[src/vidin_cfg.svh]
/*
 * widths of the video word, position counters and frame address,
 * plus the decoder bus constants: device address, phase length
 * and the length of the configuration table
 */
`ifndef VIDIN_CFG_SVH
`define VIDIN_CFG_SVH

// video stream from the decoder
`define VIDIN_VPO_W 16

// column and line counters
`define VIDIN_HORIZ_W 10
`define VIDIN_VERT_W 8

// frame address presented with each kept pixel
`define VIDIN_ADDR_W 19

// write address of the decoder, first byte of every write
`define VIDIN_IIC_DEV_ADDR 8'h48

// clock cycles per bus phase
`define VIDIN_IIC_PHASE_CYCLES 4

// number of (sub-address, data) pairs sent after reset
`define VIDIN_IIC_NUM_WRITES 13

`endif

[src/vidin_pkg.sv]
/*
 * video word views, pixel and position records,
 * and the register write carried to the bus master
 */
`include "vidin_cfg.svh"

package vidin_pkg;

   // word sampled while cref is high
   typedef struct packed {
      logic [4:0] red_hi;
      logic [2:0] green_hi;
      logic [2:0] red_lo;
      logic [1:0] green_lo;
      logic [2:0] blue_lo;
   } vpo_hi_s;

   // word sampled while cref is low, upper byte carries nothing
   typedef struct packed {
      logic [7:0] unused;
      logic [2:0] green_mid;
      logic [4:0] blue_hi;
   } vpo_lo_s;

   typedef union packed {
      vpo_hi_s hi;
      vpo_lo_s lo;
   } vpo_word_u;

   typedef struct packed {
      logic [7:0] red;
      logic [7:0] green;
      logic [7:0] blue;
   } rgb_pixel_s;

   typedef struct packed {
      logic [`VIDIN_VERT_W-1:0]  vert;
      logic                      field;
      logic [`VIDIN_HORIZ_W-1:0] horiz;
   } pixel_pos_s;

   typedef struct packed {
      logic [7:0] sub_addr;
      logic [7:0] data;
   } iic_write_s;

endpackage

[src/iic_reg_table.sv]
/*
 * decoder configuration table and the write sequencer,
 * restarted by a falling edge of the field marker
 */
`timescale 1ns/10ps
`include "vidin_cfg.svh"

module iic_reg_table
(
   input  logic                  tm3_clk_v0,
   input  logic                  rst,
   input  logic                  tm3_vidin_rts0,
   input  logic                  iic_busy,
   output vidin_pkg::iic_write_s iic_write,
   output logic                  iic_start
);

   localparam int NUM_WRITES = `VIDIN_IIC_NUM_WRITES;
   localparam int IDX_W      = $clog2(NUM_WRITES);

   logic [IDX_W-1:0]      idx;
   logic                  active;
   logic [2:0]            rts_sync;
   logic                  rts_fall;
   logic                  restart_req;
   logic                  take_restart;
   logic                  issue;
   vidin_pkg::iic_write_s entry;

   always_comb
   begin
      case (idx)
         0:       entry = '{8'h02, 8'hC0};
         1:       entry = '{8'h03, 8'h23};
         2:       entry = '{8'h06, 8'hEB};
         3:       entry = '{8'h07, 8'hE0};
         4:       entry = '{8'h08, 8'h80};
         5:       entry = '{8'h09, 8'h01};
         6:       entry = '{8'h0A, 8'h80};
         7:       entry = '{8'h0B, 8'h47};
         8:       entry = '{8'h0C, 8'h40};
         9:       entry = '{8'h0E, 8'h01};
         10:      entry = '{8'h10, 8'h00};
         11:      entry = '{8'h11, 8'h1C};
         12:      entry = '{8'h12, 8'h09};
         default: entry = '0;
      endcase
   end

   // bits 1..0 synchronize, bit 2 is the previous synchronized level
   assign rts_fall = rts_sync[2] && !rts_sync[1];

   // a start pulse in flight has not raised busy yet
   assign take_restart = restart_req && !iic_busy && !iic_start;
   assign issue        = active && !take_restart && !iic_busy && !iic_start;

   always_ff @(posedge tm3_clk_v0)
   begin
      if (!rst)
      begin
         rts_sync    <= '0;
         restart_req <= 1'b0;
         idx         <= '0;
         active      <= 1'b1;
         iic_start   <= 1'b0;
      end
      else
      begin
         rts_sync  <= {rts_sync[1:0], tm3_vidin_rts0};
         iic_start <= issue;

         if (take_restart)
         begin
            idx    <= '0;
            active <= 1'b1;
         end
         else if (issue)
         begin
            if (idx == IDX_W'(NUM_WRITES - 1))
            begin
               idx    <= '0;
               active <= 1'b0;
            end
            else
            begin
               idx <= idx + 1'b1;
            end
         end

         if (rts_fall)
         begin
            restart_req <= 1'b1;
         end
         else if (take_restart)
         begin
            restart_req <= 1'b0;
         end
      end
   end

   always_ff @(posedge tm3_clk_v0)
   begin
      if (issue)
      begin
         iic_write <= entry;
      end
   end

endmodule

[src/iic_write_master.sv]
/*
 * write-only bus master: phase divider, start/slot/stop sequencing
 * and the three-byte shift source behind SDA
 */
`timescale 1ns/10ps
`include "vidin_cfg.svh"

module iic_write_master
(
   input  logic                  tm3_clk_v0,
   input  logic                  rst,
   input  vidin_pkg::iic_write_s iic_write,
   input  logic                  iic_start,
   output logic                  iic_busy,
   output logic                  tm3_vidin_scl,
   output logic                  tm3_vidin_sda
);

   localparam int PHASE_CYCLES = `VIDIN_IIC_PHASE_CYCLES;
   localparam int DIV_W        = $clog2(PHASE_CYCLES + 1);

   typedef enum logic [1:0] {ST_IDLE, ST_START, ST_SLOT, ST_STOP} state_t;

   state_t           state;
   logic [DIV_W-1:0] div_cnt;
   logic [1:0]       step;
   logic [1:0]       byte_cnt;
   logic [3:0]       bit_cnt;
   logic [23:0]      shift;
   logic             phase_end;
   logic             ack_slot;
   logic             scl_next;
   logic             sda_next;

   assign iic_busy  = (state != ST_IDLE);
   assign phase_end = (div_cnt == DIV_W'(PHASE_CYCLES - 1));
   // ninth slot of each byte, driven low by the master
   assign ack_slot  = (bit_cnt == 4'd8);

   always_ff @(posedge tm3_clk_v0)
   begin
      if (!rst)
      begin
         state    <= ST_IDLE;
         div_cnt  <= '0;
         step     <= '0;
         byte_cnt <= '0;
         bit_cnt  <= '0;
      end
      else if (state == ST_IDLE)
      begin
         if (iic_start)
         begin
            state    <= ST_START;
            div_cnt  <= '0;
            step     <= '0;
            byte_cnt <= '0;
            bit_cnt  <= '0;
         end
      end
      else if (!phase_end)
      begin
         div_cnt <= div_cnt + 1'b1;
      end
      else
      begin
         div_cnt <= '0;
         case (state)
            ST_START:
            begin
               step  <= (step == 2'd1) ? 2'd0 : step + 1'b1;
               state <= (step == 2'd1) ? ST_SLOT : ST_START;
            end
            ST_SLOT:
            begin
               if (step != 2'd2)
               begin
                  step <= step + 1'b1;
               end
               else
               begin
                  step <= '0;
                  if (!ack_slot)
                  begin
                     bit_cnt <= bit_cnt + 1'b1;
                  end
                  else
                  begin
                     bit_cnt  <= '0;
                     byte_cnt <= byte_cnt + 1'b1;
                     if (byte_cnt == 2'd2)
                     begin
                        state <= ST_STOP;
                     end
                  end
               end
            end
            ST_STOP:
            begin
               step  <= step + 1'b1;
               state <= (step == 2'd1) ? ST_IDLE : ST_STOP;
            end
            default: state <= ST_IDLE;
         endcase
      end
   end

   // device address, sub-address, data, msb first
   always_ff @(posedge tm3_clk_v0)
   begin
      if ((state == ST_IDLE) && iic_start)
      begin
         shift <= {`VIDIN_IIC_DEV_ADDR, iic_write.sub_addr, iic_write.data};
      end
      else if ((state == ST_SLOT) && phase_end && (step == 2'd2) && !ack_slot)
      begin
         shift <= {shift[22:0], 1'b0};
      end
   end

   always_comb
   begin
      scl_next = 1'b1;
      sda_next = 1'b1;
      case (state)
         ST_START: sda_next = (step == 2'd0);
         ST_SLOT:
         begin
            scl_next = (step == 2'd1);
            sda_next = ack_slot ? 1'b0 : shift[23];
         end
         ST_STOP:  sda_next = (step == 2'd1);
         default:  sda_next = 1'b1;
      endcase
   end

   always_ff @(posedge tm3_clk_v0)
   begin
      if (!rst)
      begin
         tm3_vidin_scl <= 1'b1;
         tm3_vidin_sda <= 1'b1;
      end
      else
      begin
         tm3_vidin_scl <= scl_next;
         tm3_vidin_sda <= sda_next;
      end
   end

endmodule

[src/vidin_front_end.sv]
/*
 * video input front end: pixel capture and decimation,
 * decoder configuration table and bus master
 */
`timescale 1ns/10ps
`include "vidin_cfg.svh"

module vidin_front_end
(
   input  logic                     tm3_clk_v0,
   input  logic                     rst,
   input  logic [`VIDIN_VPO_W-1:0]  tm3_vidin_vpo,
   input  logic                     tm3_vidin_cref,
   input  logic                     tm3_vidin_href,
   input  logic                     tm3_vidin_vs,
   input  logic                     tm3_vidin_rts0,
   output logic                     tm3_vidin_sda,
   output logic                     tm3_vidin_scl,
   output logic                     vidin_new_data,
   output vidin_pkg::rgb_pixel_s    vidin_rgb_reg,
   output logic [`VIDIN_ADDR_W-1:0] vidin_addr_reg
);

   vidin_pkg::rgb_pixel_s pixel;
   vidin_pkg::pixel_pos_s pos;
   logic                  pixel_valid;
   vidin_pkg::iic_write_s iic_write;
   logic                  iic_start;
   logic                  iic_busy;

   vidin_pixel_capture u_pixel_capture
   (
      .tm3_clk_v0     (tm3_clk_v0),
      .rst            (rst),
      .tm3_vidin_vpo  (tm3_vidin_vpo),
      .tm3_vidin_cref (tm3_vidin_cref),
      .tm3_vidin_href (tm3_vidin_href),
      .tm3_vidin_vs   (tm3_vidin_vs),
      .tm3_vidin_rts0 (tm3_vidin_rts0),
      .pixel          (pixel),
      .pos            (pos),
      .pixel_valid    (pixel_valid)
   );

   vidin_pixel_select u_pixel_select
   (
      .tm3_clk_v0     (tm3_clk_v0),
      .rst            (rst),
      .pixel          (pixel),
      .pos            (pos),
      .pixel_valid    (pixel_valid),
      .vidin_new_data (vidin_new_data),
      .vidin_rgb_reg  (vidin_rgb_reg),
      .vidin_addr_reg (vidin_addr_reg)
   );

   iic_reg_table u_reg_table
   (
      .tm3_clk_v0     (tm3_clk_v0),
      .rst            (rst),
      .tm3_vidin_rts0 (tm3_vidin_rts0),
      .iic_busy       (iic_busy),
      .iic_write      (iic_write),
      .iic_start      (iic_start)
   );

   iic_write_master u_write_master
   (
      .tm3_clk_v0    (tm3_clk_v0),
      .rst           (rst),
      .iic_write     (iic_write),
      .iic_start     (iic_start),
      .iic_busy      (iic_busy),
      .tm3_vidin_scl (tm3_vidin_scl),
      .tm3_vidin_sda (tm3_vidin_sda)
   );

endmodule

[src/vidin_pixel_capture.sv]
/*
 * column and line counters, two-phase pixel assembly
 * and the position latch for each pixel
 */
`timescale 1ns/10ps
`include "vidin_cfg.svh"

module vidin_pixel_capture
(
   input  logic                  tm3_clk_v0,
   input  logic                  rst,
   input  vidin_pkg::vpo_word_u  tm3_vidin_vpo,
   input  logic                  tm3_vidin_cref,
   input  logic                  tm3_vidin_href,
   input  logic                  tm3_vidin_vs,
   input  logic                  tm3_vidin_rts0,
   output vidin_pkg::rgb_pixel_s pixel,
   output vidin_pkg::pixel_pos_s pos,
   output logic                  pixel_valid
);

   logic [`VIDIN_HORIZ_W-1:0] horiz;
   logic [`VIDIN_VERT_W-1:0]  vert;
   vidin_pkg::vpo_hi_s        hi_word;
   logic                      hi_seen;
   logic                      lo_taken;
   logic                      merge;

   // second half of a pixel: cref low right after a cref-high word
   assign merge = !tm3_vidin_cref && hi_seen;

   always_ff @(posedge tm3_clk_v0)
   begin
      if (!rst)
      begin
         horiz <= '0;
         vert  <= '0;
      end
      else
      begin
         if (!tm3_vidin_href)
         begin
            horiz <= '0;
         end
         else if (!tm3_vidin_cref)
         begin
            horiz <= horiz + 1'b1;
         end

         // line end is the first href-low cycle after active video
         if (tm3_vidin_vs)
         begin
            vert <= '0;
         end
         else if (!tm3_vidin_href && (horiz != '0))
         begin
            vert <= vert + 1'b1;
         end
      end
   end

   always_ff @(posedge tm3_clk_v0)
   begin
      if (!rst)
      begin
         hi_seen     <= 1'b0;
         lo_taken    <= 1'b0;
         pixel_valid <= 1'b0;
      end
      else
      begin
         hi_seen     <= tm3_vidin_cref;
         lo_taken    <= merge;
         pixel_valid <= lo_taken;
      end
   end

   always_ff @(posedge tm3_clk_v0)
   begin
      if (tm3_vidin_cref)
      begin
         hi_word <= tm3_vidin_vpo.hi;
      end
   end

   // merge both halves, position taken before the column increment
   always_ff @(posedge tm3_clk_v0)
   begin
      if (merge)
      begin
         pixel.red   <= {hi_word.red_hi, hi_word.red_lo};
         pixel.green <= {hi_word.green_hi, tm3_vidin_vpo.lo.green_mid, hi_word.green_lo};
         pixel.blue  <= {tm3_vidin_vpo.lo.blue_hi, hi_word.blue_lo};
         pos.vert    <= vert;
         pos.field   <= tm3_vidin_rts0;
         pos.horiz   <= horiz;
      end
   end

endmodule

[src/vidin_pixel_select.sv]
/*
 * field and column decimation, output pixel and frame address
 * registers with the new-data strobe
 */
`timescale 1ns/10ps
`include "vidin_cfg.svh"

module vidin_pixel_select
(
   input  logic                     tm3_clk_v0,
   input  logic                     rst,
   input  vidin_pkg::rgb_pixel_s    pixel,
   input  vidin_pkg::pixel_pos_s    pos,
   input  logic                     pixel_valid,
   output logic                     vidin_new_data,
   output vidin_pkg::rgb_pixel_s    vidin_rgb_reg,
   output logic [`VIDIN_ADDR_W-1:0] vidin_addr_reg
);

   // zero bits above the line number in the frame address
   localparam int PAD_W = `VIDIN_ADDR_W - `VIDIN_VERT_W - `VIDIN_HORIZ_W + 1;

   logic keep;

   // even field, even column only
   assign keep = pixel_valid && !pos.field && !pos.horiz[0];

   always_ff @(posedge tm3_clk_v0)
   begin
      if (!rst)
      begin
         vidin_new_data <= 1'b0;
      end
      else
      begin
         vidin_new_data <= keep;
      end
   end

   always_ff @(posedge tm3_clk_v0)
   begin
      if (keep)
      begin
         vidin_rgb_reg  <= pixel;
         vidin_addr_reg <= {{PAD_W{1'b0}}, pos.vert, pos.horiz[`VIDIN_HORIZ_W-1:1]};
      end
   end

endmodule

[config.mk]
export PLATFORM = sky130hd
export DESIGN_NAME = vidin_front_end
export DESIGN_NICKNAME = d
export VERILOG_FILES = /design/src/vidin_pkg.sv /design/src/iic_reg_table.sv /design/src/iic_write_master.sv /design/src/vidin_front_end.sv /design/src/vidin_pixel_capture.sv /design/src/vidin_pixel_select.sv
export VERILOG_INCLUDE_DIRS = /design/src
export SDC_FILE = /design/constraint.sdc
export NUM_CORES = 1
export LEC_CHECK = 0
export BUFFER_PORTS_ARGS = -buffer_cell sky130_fd_sc_hd__buf_2
export CAP_MARGIN = 30
export CORE_ASPECT_RATIO = 1.25
export CORE_MARGIN = 10
export CORE_UTILIZATION = 25
export DETAILED_ROUTE_END_ITERATION = 10
export GPL_TIMING_DRIVEN = 0
export PLACE_DENSITY = 0.44
export SYNTH_ARGS = -nofsm -noshare
export SYNTH_HDL_FRONTEND = slang
export SYNTH_SLANG_ARGS = --single-unit
[constraint.sdc]
create_clock -name tm3_clk_v0 -period 8.8 [get_ports tm3_clk_v0]
set_clock_uncertainty 0.15 [all_clocks]
set_input_delay 1.32 -clock tm3_clk_v0 [delete_from_list [all_inputs] [get_ports tm3_clk_v0]]
set_output_delay 1.32 -clock tm3_clk_v0 [all_outputs]
set_load 0.05 [all_outputs]
## Word level (Yosys, flattened, before mapping)

Memory sizes are Yosys's and may differ from the RTL's. A register that Yosys moved wholly into a read port is not among the register bits.
Cells that the tools add are included.
Widths: inputs -> output; s select.

- Bitwise gates (word level): 1
- Equal/unequal tests: 15
- Multiplexer cells: 36
- Add/sub/neg operators: 7
- Reduce and logical (&&, ||, !) cells: 42

Operators by type and width:

| operator | count |
|---|---|
| $mux 2 | 18 |
| $mux 16 | 2 |
| $mux 4 | 7 |
| $logic_and 1x1->1 | 14 |
| $pmux 2 s3 | 2 |
| $reduce_bool 2->1 | 6 |
| $add 10x1->10 const B | 1 |
| $reduce_and 5->1 | 2 |
| $reduce_bool 10->1 | 1 |
| $logic_not 1->1 | 9 |
| $mux 3 | 3 |
| $add 4x1->4 const B | 2 |
| $add 8x1->8 const B | 1 |
| $eq 2x2->1 const B | 4 |
| $eq 4x4->1 const B | 2 |
| $ne 2x2->1 const B | 3 |
| $ne 3x1->1 const B | 2 |
| $reduce_and 2->1 | 3 |
| $add 2x1->2 const B | 2 |
| $eq 2x1->1 const B | 2 |
| $logic_not 2->1 | 2 |
| $reduce_and 4->1 | 1 |
| $reduce_bool 4->1 | 1 |
| $reduce_or 2->1 | 2 |
| 7 further kinds | 9 |

- Memories: 1
- Memory bits (read-only): 208
- Output and inout port bits: 46
- Register bits: 179
- Input port bits: 22

Memories:

| name | depth | width | read ports | clocked after memory_dff | write ports | RTL line | text |
|---|---|---|---|---|---|---|---|
| (no name shown) | 16 | 13 | 1 | 1 | 0 | iic_reg_table.sv:32 | `case (idx)` |

## Depth between registers and ports, before layout

- Depth after elaboration: 9
- Depth in mapped cells: 7

## Modules after synthesis

A second synthesis with hierarchy kept.

- Cells, all modules: 497
- Area total of the unflattened synthesis: 6,910.4 um^2

Modules (own cells, without submodules):

| module | times used | cells each | seq. area each (um^2) | area an instance (um^2) |
|---|---|---|---|---|
| vidin_pixel_capture | 1 | 162 | 2,192.1 | 2,715.1 |
| iic_write_master | 1 | 193 | 940.9 | 1,828.0 |
| vidin_pixel_select | 1 | 47 | 1,251.2 | 1,290.0 |
| iic_reg_table | 1 | 95 | 590.6 | 1,077.3 |

## Worst setup path after synthesis

OpenSTA, ideal clock, no wires.

- Kind: flip-flop to flip-flop
- From: register, netlist name u_pixel_capture.pos[10]
- To: register u_pixel_select.vidin_addr_reg[0], enable pin
- Setup time: 500 ps
- Path buffers: 0
- Required time: 8,150 ps
- Arrival time: 3,433 ps
- Path slack: 4,717 ps
- Clock period less this slack: 4,083 ps
- Stages on the path, launching flop included: 2
- Path through: edfxtp_1 > nor3b_1

- Word-level cells in the longest chain between the ends: 3

Ends and longest elaborated chain:

| element | RTL line | text |
|---|---|---|
| $logic_not 1->1 | vidin_pixel_select.sv:26 | `assign keep = pixel_valid && !pos.field && !pos.horiz[0];` |
| $logic_and 1x1->1 (2 in a row) | vidin_pixel_select.sv:26 |  |
| named net u_pixel_select.keep | vidin_pixel_select.sv:23 | `logic keep;` |
| end signal, assigned | vidin_pixel_select.sv:45 | `` vidin_addr_reg <= {{PAD_W{1'b0}}, pos.vert, pos.horiz[`VIDIN_HORIZ_W-1:1]}; `` |
| end, declared | vidin_pixel_select.sv:17 | `` output logic [`VIDIN_ADDR_W-1:0] vidin_addr_reg `` |

The timed path passes the listed nets, and every way through them passes these cells.
A chain may end at the register's enable or synchronous reset.

## Final worst setup path

- From: register u_write_master.div_cnt[0]
- To: register u_write_master.shift[3], enable pin

- Word-level cells in the longest chain between the ends: 5

Ends and longest elaborated chain:

| element | RTL line | text |
|---|---|---|
| start, declared | iic_write_master.sv:25 | `logic [DIV_W-1:0] div_cnt;` |
| start signal, assigned | iic_write_master.sv:63 | `div_cnt <= div_cnt + 1'b1;` |
| $eq 3x2->1 | iic_write_master.sv:36 | `assign phase_end = (div_cnt == DIV_W'(PHASE_CYCLES - 1));` |
| $logic_and 1x1->1 (3 in a row) | iic_write_master.sv:115 | `else if ((state == ST_SLOT) && phase_end && (step == 2'd2) && !ack_slot)` |
| $reduce_bool 2->1 (no source line) | n/a |  |
| end signal, assigned | iic_write_master.sv:113 | `` shift <= {`VIDIN_IIC_DEV_ADDR, iic_write.sub_addr, iic_write.data}; `` |
| end signal, assigned | iic_write_master.sv:117 | `shift <= {shift[22:0], 1'b0};` |
| end, declared | iic_write_master.sv:29 | `logic [23:0] shift;` |

No other way between the ends.

==> flow_summary_export.csv <==
group,metric,value,unit
status,status,"finished clean",
power,combPwrFrac,0.066,
hold_path,hold_start,"u_pixel_capture.pixel[17]",
logic_synthesis,yosysWarnings,0,
logic_synthesis,ys_ff_latch,184,
sta,rsz0062_at_grt,"false",
power,p_leak,0.00315,µW
critical_path,cp-end-kind,"register",
logic_synthesis,synth_common_cells,"edfxtp_1 (129), nand2_1 (59), dfxtp_1 (55), nor2_1 (39), ha_1 (20)",
global_routing,grt_usage,0.0728,
critical_path,path_class,"reg -> reg",
placed_design,place_hpwl,9.00,mm
clocking,root_buffer,"clkbuf_16",
clocking,post_cts_resized,0,
sta,slew-limit-headroom,0.423,
die,dieArea,34400,µm²
sta,drv_slew,0,
critical_path,worstSetupStartpointType,"register",
sta,hold_viol_final,0,
global_routing,gr-usage-met2,0.119,
critical_path,crit_chain,"ha_1 > nor2b_1 > nand4_1 > buf_2 > nand2_1",
logic_synthesis,synthTopCellsByArea,"edfxtp_1 (57%), dfxtp_1 (16%), ha_1 (3.7%)",
power,p_sw,446,µW
clocking,clock_sinks,184,
placed_design,io_buffers,65,
die,initial_core_util,0.254,
sta,fmax,379,MHz
clocking,clk_path_buf_depth,2,
clocking,cts_setup_buffers,0,
critical_path,cp_max_fo,16,
route,drt_iter0_drc,184,
sta,period_share,0.300,
layout,nets,617,
logic_synthesis,syn_avg_cell_area,14.1,µm²
global_routing,grt_util_met3,0.0236,
power,internal_power,1480,µW
logic_synthesis,synth_ff_type,"edfxtp_1",
logic_synthesis,seq_area_frac_synth,0.728,
layout,area_growth,21.4,%
power,clkPwrFrac,0.417,
power,swShare,0.231,
sta,setup_viol,0,
critical_path,worstSetupStartpoint,"u_write_master.div_cnt[0]",
route,vias,3889,
global_routing,met1_usage,0.0866,
route,route.antenna.remaining_nets,0,
logic_synthesis,synth_edf_count,129,
power,ir_worst_vdd,0.119,mV
route,avgRoutedWirePerCell,13.4,µm
logic_synthesis,syn_area,6830,µm²
die,core,26900,µm²
route,viasPerCell,4.17,
logic_synthesis,synthArstFlopShare,0,
global_routing,grt_start_max_net_pins,27,
global_routing,antenna_found_initial,0,
placed_design,place.gp.congestion,0.803,
logic_synthesis,synthCells,486,
hold_path,worstHoldPathType,"reg -> reg",
run,max-cap-violations,0,
clocking,cts-htree-levels,4,
global_routing,gr-max-usage-layer,"met2",
critical_path,worstReg2RegStart,"u_write_master.div_cnt[0]",
critical_path,cp_data_required_time,8.70,ns
clocking,clk_latency,0.43,ns
logic_synthesis,synth_top_cell_area_share,0.567,
clocking,cts_made_buffers,17,
route,dr.pass1.iters,7,
power,p_seq_frac,0.517,
layout,drive_gt1_frac,0.201,
power,power_density,233,nW/µm²
die,io-pin-count,68,
route,wirelength,12.5,mm
die,dieHeight,205,µm
critical_path,worstPathArrival,2.53,ns
die,die_w,168,µm
layout,antenna_cells,0,
logic_synthesis,yosysUniqueCellTypes,51,
die,std_cell_rows,67,
global_routing,grt_pass1_vias,3863,
critical_path,critical_path.max_stage_delay,0.56,ns
sta,finalCriticalPeriod,2.64,ns
clocking,hold_buffers,0,
logic_synthesis,synth_top_area_cell,"edfxtp_1",
clocking,clk_pin_slew,0.07,ns
global_routing,grt_pass1_wl,20.3,mm
logic_synthesis,synth_most_common_cell,"edfxtp_1",
route,drc,0,
global_routing,grt-ovfl-total,0,
sta,finalSetupTns,0,ns
clocking,cts_tree,"done",
layout,fin_util,0.308,
sta,tightest_slew,0.865,ns
critical_path,slowest_stage,"nand2_1",
==> routing by layer <==
metal | wire length, µm | vias to the layer above
li1 | - | 1926
met1 | 5750 | 1846
met2 | 5960 | 100
met3 | 609 | 17
met4 | 203 | 0
met5 | 0 | -
==> stage by stage <==
| stage | instance area (µm²) | hold slack (ns) | worst slack (ns) | power, µW | cells |
|---|---|---|---|---|---|
| 2_1_floorplan | 6840 | 0.250 | 4.72 | 1100 | 487 |
| 5_1_grt | 8290 | 0.265 | 6.03 | 2010 | 933 |
| 6_report | 8290 | 0.265 | 6.16 | 1930 | 933 |
| 4_1_cts | 8290 | 0.263 | 6.16 | 1960 | 933 |
| 3_3_place_gp | 7590 | 0.251 | 3.27 | 1140 | 897 |
| 3_5_place_dp | 7660 | 0.255 | 5.74 | 1150 | 901 |
==> placed cells by master (no fill, tap or decap), types with 7 or more instances in the layout <==
master,n
buf_2,69
xnor2_1,8
nor2b_1,9
inv_1,17
clkbuf_16,17
o21ai_0,9
nand3_1,12
nor3_1,7
a21oi_1,12
dfxtp_1,55
edfxtp_1,129
and2_1,14
ha_1,20
mux2i_1,16
nand2_1,59
nor2_1,39
clkbuf_1,10
==> power by group through the flow <==
stage / Combinational, µW / Sequential [µW] / Clock (µW)
3_5_place_dp: 129 / 1020 / 0
5_1_grt: 146 / 1000 / 864
3_3_place_gp: 125 / 1020 / 0
2_1_floorplan: 89.6 / 1010 / 0
6_report: 127 / 998 / 804
4_1_cts: 130 / 999 / 827
==> path summary, 6_finish.rpt <==
check                           cells after the start  slack [ns]                                to
worst min-delay path                                0        0.27  u_pixel_select.vidin_rgb_reg[17]
worst min register to register                      0        0.27  u_pixel_select.vidin_rgb_reg[17]
worst max register to register                      5        6.16           u_write_master.shift[3]
worst max-delay path                                5        6.16           u_write_master.shift[3]
==> final cells by class <==
class                      count  area, µm²
clock inverter                15        204
tap                          345        432
sequential                   184       4970
clock buffer                  17        425
buffer                        16       72.6
fill                        2673      18600
inverter                      18       67.6
timing repair buffer          69        383
multi-input combinational    269       1730
==> cell families (layout without fill, tap and decap cells) <==
logic type / after synthesis / in the layout / synth area share
other: 1 / 2 / 0.000549
multiplexers: 19 / 19 / 0.0300
AND/OR/NAND/NOR: 165 / 165 / 0.118
adder cells (fa/ha/maj): 20 / 20 / 0.0366
buffers and inverters: 34 / 135 / 0.0205
AO/OA/AOI/OAI: 51 / 51 / 0.0502
flip-flops: 184 / 184 / 0.728
XOR/XNOR: 12 / 12 / 0.0154
==> worst max-delay path, delay by kind of cell, from the launching register on <==
kind / cells / cell delay [ns]
adder cells (fa/ha/maj): 1 / 0.20
buffers and inverters: 1 / 0.29
flip-flops: 1 / 0.37
AND/OR/NAND/NOR: 3 / 1.24
(Power assumes the default switching activity.)
